[config.mk]
export PLATFORM = sky130hd
export DESIGN_NAME = instr_ctl
export DESIGN_NICKNAME = d
export VERILOG_FILES = /design/src/verilog/rv_ctl_pkg.sv /design/src/verilog/format_decode.sv /design/src/verilog/alu_op_decode.sv /design/src/verilog/branch_resolve.sv /design/src/verilog/instr_ctl.sv
export SDC_FILE = /design/constraint.sdc
export NUM_CORES = 1
export LEC_CHECK = 0
export ABC_AREA = 1
export BUFFER_PORTS_ARGS = -buffer_cell sky130_fd_sc_hd__buf_2
export CAP_MARGIN = 20
export CORE_AREA = 8 8 45 47
export DETAILED_ROUTE_END_ITERATION = 12
export DIE_AREA = 0 0 53 55
export PLACE_DENSITY = 0.89
export SLEW_MARGIN = 20
export SYNTH_ARGS = -nofsm -noshare
export SYNTH_HDL_FRONTEND = slang
export SYNTH_SLANG_ARGS = --single-unit
[constraint.sdc]
create_clock -name vclk -period 1.8
set_clock_uncertainty 0.05 [all_clocks]
set_input_delay 0.09 -clock vclk [all_inputs]
set_output_delay 0.09 -clock vclk [all_outputs]
set_load 0.02 [all_outputs]
[src/verilog/rv_ctl_pkg.sv]
package rv_ctl_pkg;

    typedef logic [31:0] instr_t;
    typedef logic [6:0]  opcode_t;
    typedef logic [2:0]  funct3_t;

    // Decoded instruction class, NOP also covers FENCE and SYSTEM
    typedef enum logic [3:0] {
        CLS_LUI    = 4'd0,
        CLS_AUIPC  = 4'd1,
        CLS_JAL    = 4'd2,
        CLS_JALR   = 4'd3,
        CLS_BRANCH = 4'd4,
        CLS_LOAD   = 4'd5,
        CLS_STORE  = 4'd6,
        CLS_OP_IMM = 4'd7,
        CLS_OP     = 4'd8,
        CLS_NOP    = 4'd9
    } instr_class_e;

    // ALU operation codes as the datapath expects them
    typedef enum logic [3:0] {
        ALU_AND    = 4'b0000,
        ALU_OR     = 4'b0001,
        ALU_XOR    = 4'b0010,
        ALU_ADD    = 4'b0011,
        ALU_SUB    = 4'b0100,
        ALU_PASS_B = 4'b0110,
        ALU_SLL    = 4'b0111,
        ALU_SRL    = 4'b1000,
        ALU_SRA    = 4'b1010,
        ALU_SLTU   = 4'b1011,
        ALU_SLT    = 4'b1100
    } alu_op_e;

    typedef enum logic [3:0] {
        IMM_R = 4'd0,
        IMM_I = 4'd1,
        IMM_S = 4'd2,
        IMM_B = 4'd3,
        IMM_U = 4'd4,
        IMM_J = 4'd5
    } imm_sel_e;

    typedef enum logic [1:0] {
        WB_MEM = 2'd0,
        WB_ALU = 2'd1,
        WB_PC4 = 2'd2
    } wb_sel_e;

    // RV32I major opcodes
    localparam opcode_t OPC_LUI    = 7'b0110111;
    localparam opcode_t OPC_AUIPC  = 7'b0010111;
    localparam opcode_t OPC_JAL    = 7'b1101111;
    localparam opcode_t OPC_JALR   = 7'b1100111;
    localparam opcode_t OPC_BRANCH = 7'b1100011;
    localparam opcode_t OPC_LOAD   = 7'b0000011;
    localparam opcode_t OPC_STORE  = 7'b0100011;
    localparam opcode_t OPC_OP_IMM = 7'b0010011;
    localparam opcode_t OPC_OP     = 7'b0110011;
    localparam opcode_t OPC_FENCE  = 7'b0001111;
    localparam opcode_t OPC_SYSTEM = 7'b1110011;

    // Branch conditions
    localparam funct3_t F3_BEQ  = 3'b000;
    localparam funct3_t F3_BNE  = 3'b001;
    localparam funct3_t F3_BLT  = 3'b100;
    localparam funct3_t F3_BGE  = 3'b101;
    localparam funct3_t F3_BLTU = 3'b110;
    localparam funct3_t F3_BGEU = 3'b111;

    // OP and OP-IMM groups
    localparam funct3_t F3_ADD_SUB = 3'b000;
    localparam funct3_t F3_SLL     = 3'b001;
    localparam funct3_t F3_SLT     = 3'b010;
    localparam funct3_t F3_SLTU    = 3'b011;
    localparam funct3_t F3_XOR     = 3'b100;
    localparam funct3_t F3_SRL_SRA = 3'b101;
    localparam funct3_t F3_OR      = 3'b110;
    localparam funct3_t F3_AND     = 3'b111;

endpackage

[src/verilog/format_decode.sv]
`timescale 1ns/10ps

module format_decode (
    input  rv_ctl_pkg::opcode_t      opcode,
    output rv_ctl_pkg::instr_class_e instr_class,
    output logic                     a_sel,
    output logic                     b_sel,
    output rv_ctl_pkg::imm_sel_e     imm_sel,
    output logic                     mem_wr,
    output logic                     reg_wen,
    output rv_ctl_pkg::wb_sel_e      wb_sel
);

    // Opcode to class
    always_comb begin
        case (opcode)
            rv_ctl_pkg::OPC_LUI:    instr_class = rv_ctl_pkg::CLS_LUI;
            rv_ctl_pkg::OPC_AUIPC:  instr_class = rv_ctl_pkg::CLS_AUIPC;
            rv_ctl_pkg::OPC_JAL:    instr_class = rv_ctl_pkg::CLS_JAL;
            rv_ctl_pkg::OPC_JALR:   instr_class = rv_ctl_pkg::CLS_JALR;
            rv_ctl_pkg::OPC_BRANCH: instr_class = rv_ctl_pkg::CLS_BRANCH;
            rv_ctl_pkg::OPC_LOAD:   instr_class = rv_ctl_pkg::CLS_LOAD;
            rv_ctl_pkg::OPC_STORE:  instr_class = rv_ctl_pkg::CLS_STORE;
            rv_ctl_pkg::OPC_OP_IMM: instr_class = rv_ctl_pkg::CLS_OP_IMM;
            rv_ctl_pkg::OPC_OP:     instr_class = rv_ctl_pkg::CLS_OP;
            // FENCE, ECALL and EBREAK do nothing here
            rv_ctl_pkg::OPC_FENCE:  instr_class = rv_ctl_pkg::CLS_NOP;
            rv_ctl_pkg::OPC_SYSTEM: instr_class = rv_ctl_pkg::CLS_NOP;
            default:                instr_class = rv_ctl_pkg::CLS_NOP;
        endcase
    end

    // Per-class datapath controls, NOP values by default
    always_comb begin
        a_sel   = 1'b0;
        b_sel   = 1'b0;
        imm_sel = rv_ctl_pkg::IMM_R;
        mem_wr  = 1'b0;
        reg_wen = 1'b0;
        wb_sel  = rv_ctl_pkg::WB_MEM;

        case (instr_class)
            rv_ctl_pkg::CLS_LUI: begin
                b_sel   = 1'b1;
                imm_sel = rv_ctl_pkg::IMM_U;
                reg_wen = 1'b1;
                wb_sel  = rv_ctl_pkg::WB_ALU;
            end
            rv_ctl_pkg::CLS_AUIPC: begin
                a_sel   = 1'b1;
                b_sel   = 1'b1;
                imm_sel = rv_ctl_pkg::IMM_U;
                reg_wen = 1'b1;
                wb_sel  = rv_ctl_pkg::WB_ALU;
            end
            rv_ctl_pkg::CLS_JAL: begin
                a_sel   = 1'b1;
                b_sel   = 1'b1;
                imm_sel = rv_ctl_pkg::IMM_J;
                reg_wen = 1'b1;
                wb_sel  = rv_ctl_pkg::WB_PC4;
            end
            rv_ctl_pkg::CLS_JALR: begin
                b_sel   = 1'b1;
                imm_sel = rv_ctl_pkg::IMM_I;
                reg_wen = 1'b1;
                wb_sel  = rv_ctl_pkg::WB_PC4;
            end
            // Target is PC plus immediate
            rv_ctl_pkg::CLS_BRANCH: begin
                a_sel   = 1'b1;
                b_sel   = 1'b1;
                imm_sel = rv_ctl_pkg::IMM_B;
            end
            rv_ctl_pkg::CLS_LOAD: begin
                b_sel   = 1'b1;
                imm_sel = rv_ctl_pkg::IMM_I;
                reg_wen = 1'b1;
            end
            rv_ctl_pkg::CLS_STORE: begin
                b_sel   = 1'b1;
                imm_sel = rv_ctl_pkg::IMM_S;
                mem_wr  = 1'b1;
            end
            rv_ctl_pkg::CLS_OP_IMM: begin
                b_sel   = 1'b1;
                imm_sel = rv_ctl_pkg::IMM_I;
                reg_wen = 1'b1;
                wb_sel  = rv_ctl_pkg::WB_ALU;
            end
            rv_ctl_pkg::CLS_OP: begin
                reg_wen = 1'b1;
                wb_sel  = rv_ctl_pkg::WB_ALU;
            end
            default: begin
                a_sel = 1'b0;
            end
        endcase

        // A store never writes the register file
        assert (!(mem_wr && reg_wen))
            else $error("mem_wr and reg_wen both set for opcode %b", opcode);
    end

endmodule

[src/verilog/alu_op_decode.sv]
`timescale 1ns/10ps

module alu_op_decode (
    input  rv_ctl_pkg::instr_class_e instr_class,
    input  rv_ctl_pkg::funct3_t      funct3,
    input  logic                     funct7_b5,
    output rv_ctl_pkg::alu_op_e      alu_sel
);

    logic is_op;

    // SUB exists only in the register form
    assign is_op = (instr_class == rv_ctl_pkg::CLS_OP);

    always_comb begin
        case (instr_class)
            rv_ctl_pkg::CLS_LUI:    alu_sel = rv_ctl_pkg::ALU_PASS_B;
            rv_ctl_pkg::CLS_AUIPC,
            rv_ctl_pkg::CLS_JAL,
            rv_ctl_pkg::CLS_JALR,
            rv_ctl_pkg::CLS_BRANCH,
            rv_ctl_pkg::CLS_LOAD,
            rv_ctl_pkg::CLS_STORE:  alu_sel = rv_ctl_pkg::ALU_ADD;
            rv_ctl_pkg::CLS_OP_IMM,
            rv_ctl_pkg::CLS_OP: begin
                case (funct3)
                    rv_ctl_pkg::F3_ADD_SUB: begin
                        if (is_op && funct7_b5) begin
                            alu_sel = rv_ctl_pkg::ALU_SUB;
                        end else begin
                            alu_sel = rv_ctl_pkg::ALU_ADD;
                        end
                    end
                    rv_ctl_pkg::F3_SLL:  alu_sel = rv_ctl_pkg::ALU_SLL;
                    rv_ctl_pkg::F3_SLT:  alu_sel = rv_ctl_pkg::ALU_SLT;
                    rv_ctl_pkg::F3_SLTU: alu_sel = rv_ctl_pkg::ALU_SLTU;
                    rv_ctl_pkg::F3_XOR:  alu_sel = rv_ctl_pkg::ALU_XOR;
                    // Arithmetic shift in both OP and OP-IMM
                    rv_ctl_pkg::F3_SRL_SRA: begin
                        if (funct7_b5) begin
                            alu_sel = rv_ctl_pkg::ALU_SRA;
                        end else begin
                            alu_sel = rv_ctl_pkg::ALU_SRL;
                        end
                    end
                    rv_ctl_pkg::F3_OR:   alu_sel = rv_ctl_pkg::ALU_OR;
                    rv_ctl_pkg::F3_AND:  alu_sel = rv_ctl_pkg::ALU_AND;
                    default:             alu_sel = rv_ctl_pkg::ALU_AND;
                endcase
            end
            default:                alu_sel = rv_ctl_pkg::ALU_AND;
        endcase

        assert (!(instr_class == rv_ctl_pkg::CLS_OP_IMM && alu_sel == rv_ctl_pkg::ALU_SUB))
            else $error("SUB decoded for OP-IMM, funct3 %b", funct3);
    end

endmodule

[src/verilog/branch_resolve.sv]
`timescale 1ns/10ps

module branch_resolve (
    input  rv_ctl_pkg::instr_class_e instr_class,
    input  rv_ctl_pkg::funct3_t      funct3,
    input  logic                     br_eq,
    input  logic                     br_lt,
    output logic                     br_un,
    output logic                     pc_sel
);

    always_comb begin
        br_un  = 1'b0;
        pc_sel = 1'b0;

        case (instr_class)
            // Jumps always redirect
            rv_ctl_pkg::CLS_JAL,
            rv_ctl_pkg::CLS_JALR: begin
                pc_sel = 1'b1;
            end
            rv_ctl_pkg::CLS_BRANCH: begin
                case (funct3)
                    rv_ctl_pkg::F3_BEQ:  pc_sel = br_eq;
                    rv_ctl_pkg::F3_BNE:  pc_sel = ~br_eq;
                    rv_ctl_pkg::F3_BLT:  pc_sel = br_lt;
                    rv_ctl_pkg::F3_BGE:  pc_sel = ~br_lt;
                    // br_lt comes back as an unsigned result
                    rv_ctl_pkg::F3_BLTU: begin
                        br_un  = 1'b1;
                        pc_sel = br_lt;
                    end
                    rv_ctl_pkg::F3_BGEU: begin
                        br_un  = 1'b1;
                        pc_sel = ~br_lt;
                    end
                    default: begin
                        pc_sel = 1'b0;
                    end
                endcase
            end
            default: begin
                pc_sel = 1'b0;
            end
        endcase

        assert (!br_un || instr_class == rv_ctl_pkg::CLS_BRANCH)
            else $error("br_un set outside a branch, class %0d", instr_class);
    end

endmodule

[src/verilog/instr_ctl.sv]
`timescale 1ns/10ps

module instr_ctl (
    input  rv_ctl_pkg::instr_t   instruction,
    input  logic                 br_eq,
    input  logic                 br_lt,
    output logic                 a_sel,
    output logic                 b_sel,
    output rv_ctl_pkg::alu_op_e  alu_sel,
    output rv_ctl_pkg::imm_sel_e imm_sel,
    output logic                 mem_wr,
    output logic                 reg_wen,
    output rv_ctl_pkg::wb_sel_e  wb_sel,
    output logic                 br_un,
    output logic                 pc_sel
);

    rv_ctl_pkg::opcode_t      opcode;
    rv_ctl_pkg::funct3_t      funct3;
    logic                     funct7_b5;
    rv_ctl_pkg::instr_class_e instr_class;

    // Instruction fields
    assign opcode    = instruction[6:0];
    assign funct3    = instruction[14:12];
    assign funct7_b5 = instruction[30];

    format_decode format_decode_inst (
        .opcode      (opcode),
        .instr_class (instr_class),
        .a_sel       (a_sel),
        .b_sel       (b_sel),
        .imm_sel     (imm_sel),
        .mem_wr      (mem_wr),
        .reg_wen     (reg_wen),
        .wb_sel      (wb_sel)
    );

    alu_op_decode alu_op_decode_inst (
        .instr_class (instr_class),
        .funct3      (funct3),
        .funct7_b5   (funct7_b5),
        .alu_sel     (alu_sel)
    );

    branch_resolve branch_resolve_inst (
        .instr_class (instr_class),
        .funct3      (funct3),
        .br_eq       (br_eq),
        .br_lt       (br_lt),
        .br_un       (br_un),
        .pc_sel      (pc_sel)
    );

endmodule

* Word level (Yosys, flattened, before mapping)
Cells that the tools add are included.
Word-level totals: bits in registers 0, bits of input ports 34, output and inout bits 16
Cells by class: eq/ne operators 24, multiplexer cells 15, bitwise gates (word level) 2, reductions and logical operators 15
Operators by type and width (number):
- case mux 4 bit (9 select lines) | 1
- case mux 4 bit (8 select lines) | 1
- equality test 7 x 6 -> 1 bit, second input constant | 3
- equality test 7 bit, second input constant | 3
- equality test 4 x 3 -> 1 bit, second input constant | 4
- case mux 3 bit (5 select lines) | 1
- equality test 7 x 5 -> 1 bit, second input constant | 2
- equality test 3 bit, second input constant | 4
- case mux 4 bit (3 select lines) | 1
- OR reduction 2 bit | 6
- equality test 4 x 2 -> 1 bit, second input constant | 2
- OR reduction 8 bit | 1
- equality test 7 x 2 -> 1 bit, second input constant | 1
- OR reduction 7 bit | 1
- equality test 3 x 2 -> 1 bit, second input constant | 2
- 2-to-1 mux 1 bit | 6
- OR reduction 3 bit | 2
- OR reduction 6 bit | 1
- equality test 4 x 1 -> 1 bit, second input constant | 1
- equality test 4 bit, second input constant | 1
- logical NOT 4 bit | 1
- case mux 1 bit (4 select lines) | 1
- case mux 2 bit (2 select lines) | 1
- OR reduction 4 bit | 1
- 7 further kinds | 8

* Logic depth before layout (Yosys ltp)
depth in word-level cells 7, depth in mapped cells 8, gate-level depth less buffers 8

* Hierarchy
A second synthesis with hierarchy kept.
Unflattened totals: cell total of the unflattened synthesis 127, area, all modules 599.3 µm²
Modules (own cells, without submodules):
- format_decode | cells each 63, area an instance 295.3 µm², instances 1
- alu_op_decode | cells each 45, area an instance 202.7 µm², instances 1
- branch_resolve | cells each 19, area an instance 101.3 µm², instances 1

* Worst setup path after synthesis
OpenSTA, ideal clock, no wires.
path type in2out, start point input port instruction[4], end point output port b_sel, stages 5, slack 0.389 ns, path buffers 0, arrival 1.271 ns, data required time 1.660 ns, cell sequence inv_1 nand3_2 nor2_1 nor2_1 a21boi_0
On the way: longest elaborated chain between the ends 5, elaborated cells on any way between the ends 20
RTL lines:
- from (decl) | RTL line instr_ctl.sv:4 | input rv_ctl_pkg::instr_t instruction,
- equality test 7 x 6 -> 1 bit, or another cell as far along | RTL line format_decode.sv:16 | case (opcode)
- case mux 4 bit (9 select lines) * | RTL line format_decode.sv:16
- equality test 4 x 1 -> 1 bit, or another cell as far along | RTL line format_decode.sv:42 | case (instr_class)
- OR reduction 8 bit (no line) *
- 2-to-1 mux 1 bit * | RTL line format_decode.sv:42
- to (decl) | RTL line instr_ctl.sv:8 | output logic b_sel,
Mark *: on every way between the ends. The rest lies on a longest branch, timed or not.

* Final worst setup path
start point input port instruction[1], end point output port imm_sel[1]
On the way: longest elaborated chain between the ends 5, elaborated cells on any way between the ends 21
RTL lines:
- equality test 7 x 6 -> 1 bit, or another cell as far along | RTL line format_decode.sv:16
- case mux 4 bit (9 select lines) * | RTL line format_decode.sv:16
- equality test 4 x 2 -> 1 bit, or another cell as far along | RTL line format_decode.sv:42
- OR reduction 3 bit (no line) / OR reduction 2 bit (equally long branches)
- case mux 3 bit (5 select lines) * | RTL line format_decode.sv:42
- to (decl) | RTL line instr_ctl.sv:10 | output rv_ctl_pkg::imm_sel_e imm_sel,
Marks and branches as above.

==> impl_metrics.yaml <==
timing:
  min_period_ns: 1.26
  fin_ws_ns: 0.537
  fmax_mhz: 792
  min_period_over_period_pct: 70.2
  rsz0062_at_grt: "no"
  drv_slew: 0
  hold_viol: 0
  tns_ns: 0
  setup_viol: 0
  whs_ns: 0.578
setup_path:
  crit_type: "input port to output port"
  cp_top_family: "simple AND/OR/NAND/NOR gates"
  crit_top_cell: "nand2_1"
  critPathRequiredTime_ns: 1.66
  slowest_delay_ns: 0.20
  cp_max_fo: 3
  start_kind: "input port"
  cp_num_buf_inv: 3
  path_cells: "buf_2 -> nand2_1 -> inv_1 -> nand2_1 -> nor2_1 -> nor2_1 -> nand2_1 -> nand2_1 -> nor2_1 -> buf_2"
  cp-end-kind: "output port"
  arrival_ns: 1.12
  cp_slowest_cell: "nor2_1"
placed_design:
  numPortBuffers: 28
  dp.cells: 140
  dpl_cell_area_um2: 588
  dpl_worst_slack_ns: 0.539
  place_hpwl_mm: 1.30
  place.gp.congestion: 0.896
layout:
  flops_and_latches: 0
  syn_to_final_growth_pct: 35.1
  antenna_cells: 0
  final_common_cell: "nand2_1"
  final_area_um2: 588
  drive_gt1_share_pct: 25.8
  instances_no_fill: 140
  nFillCells: 149
  clkbuf_count: 0
  final_cell_mix: "nand2_1, buf_2, nor2_1"
  nets: 160
  post-route-util_pct: 42.5
  seqCellArea_um2: 0
floorplanning:
  die_x_um: 53
  core_area_um2: 1380
  ios: 50
  die_area_um2: 2920
  start_util_pct: 31.5
  rows: 14
  die_y_um: 55
route:
  drc: 0
  dr.first_iter.drc_count: 13
  finalWirelength_mm: 1.48
  vias: 685
  postRouteAntennaNets: 0
  drt-pass1-iter-count: 4
  vias_per_cell: 4.89
  wl_per_cell_um: 10.6
global_route:
  antenna_found_initial: 0
  grt_pass1_vias: 669
  grt_max_degree: 9
  grt.overflow.total: 0
  grt_use_total_pct: 10.4
  grt_pass1_wl_mm: 2.50
synthesis:
  ys_types: 19
  syn_nets: 131
  synth_area_um2: 435
  synth_seq_area_share_pct: 0
  synthCells: 97
  yosys_warnings: 0
  syn_avg_cell_area_um2: 4.49
power:
  vdd.ir_drop.worst_v: 0.0000584
  power_density_nw_per_um2: 149
  finalPower_mw: 0.0877
  p_leak_nw: 0.431
run:
  maxCapViolations: 0
clocking:
  cts_hold_buf: 0
  post_cts_buffers: 0
  cts_resized: 0
run_status:
  outcome: "complete, no violations"
min_path:
  hold_path_class: "input port to output port"
## path summary, 6_finish.rpt
check / from / to / slack, ns / cells after the start
hold / removal: instruction[14] / br_un / 0.58 / 4
setup / recovery: instruction[1] / imm_sel[1] / 0.54 / 10
## tightest hold or removal path: stages
cell and delay, ns:
buf_2 0.10, clkinv_1 0.12, nor3_1 0.07, buf_2 0.15
## synth_stat cells
cell | n | area (um2)
nand2_2 | 1 | 6.26
nand2_1 | 33 | 124
xor2_1 | 1 | 8.76
inv_1 | 11 | 41.3
nand3_1 | 9 | 45.0
a21oi_1 | 3 | 15.0
nand3_2 | 1 | 10.0
o21ai_0 | 4 | 20.0
o21a_1 | 1 | 7.51
clkinv_1 | 1 | 3.75
o211a_1 | 1 | 10.0
inv_2 | 1 | 3.75
conb_1 | 1 | 3.75
a21boi_0 | 1 | 7.51
nor2_4 | 1 | 11.3
nand4_1 | 4 | 25.0
nor3_1 | 2 | 10.0
nor2_1 | 20 | 75.1
buf_4 | 1 | 7.51
## power breakdown
part	total (mW)	internal, mW	switching, mW
registers	0	0	0
logic	0.0877	0.0297	0.0581
clock network	0	0	0
total	0.0877	0.0297	0.0581
## cell type report
cell class	instances	area, um2	share of cell area (%)
multi-input cells	83	379	64.5
repair buffers	28	140	23.8
inverters	13	48.8	8.30
well taps	16	20.0	3.40
## routing by layer
layer  GRT usage (%)  wire [um]
met1            11.0        582
met2            21.7        768
met3            1.87        132
met4               0          0
met5               0          0
## kinds of logic after synthesis
family | count (synthesis) | synth area share [%]
other cells | 1 | 0.861
simple gates | 71 | 70.4
compound gates | 10 | 13.8
xor+xnor | 1 | 2.01
buf+inv | 14 | 12.9
Power figures use the tool's default switching activity.
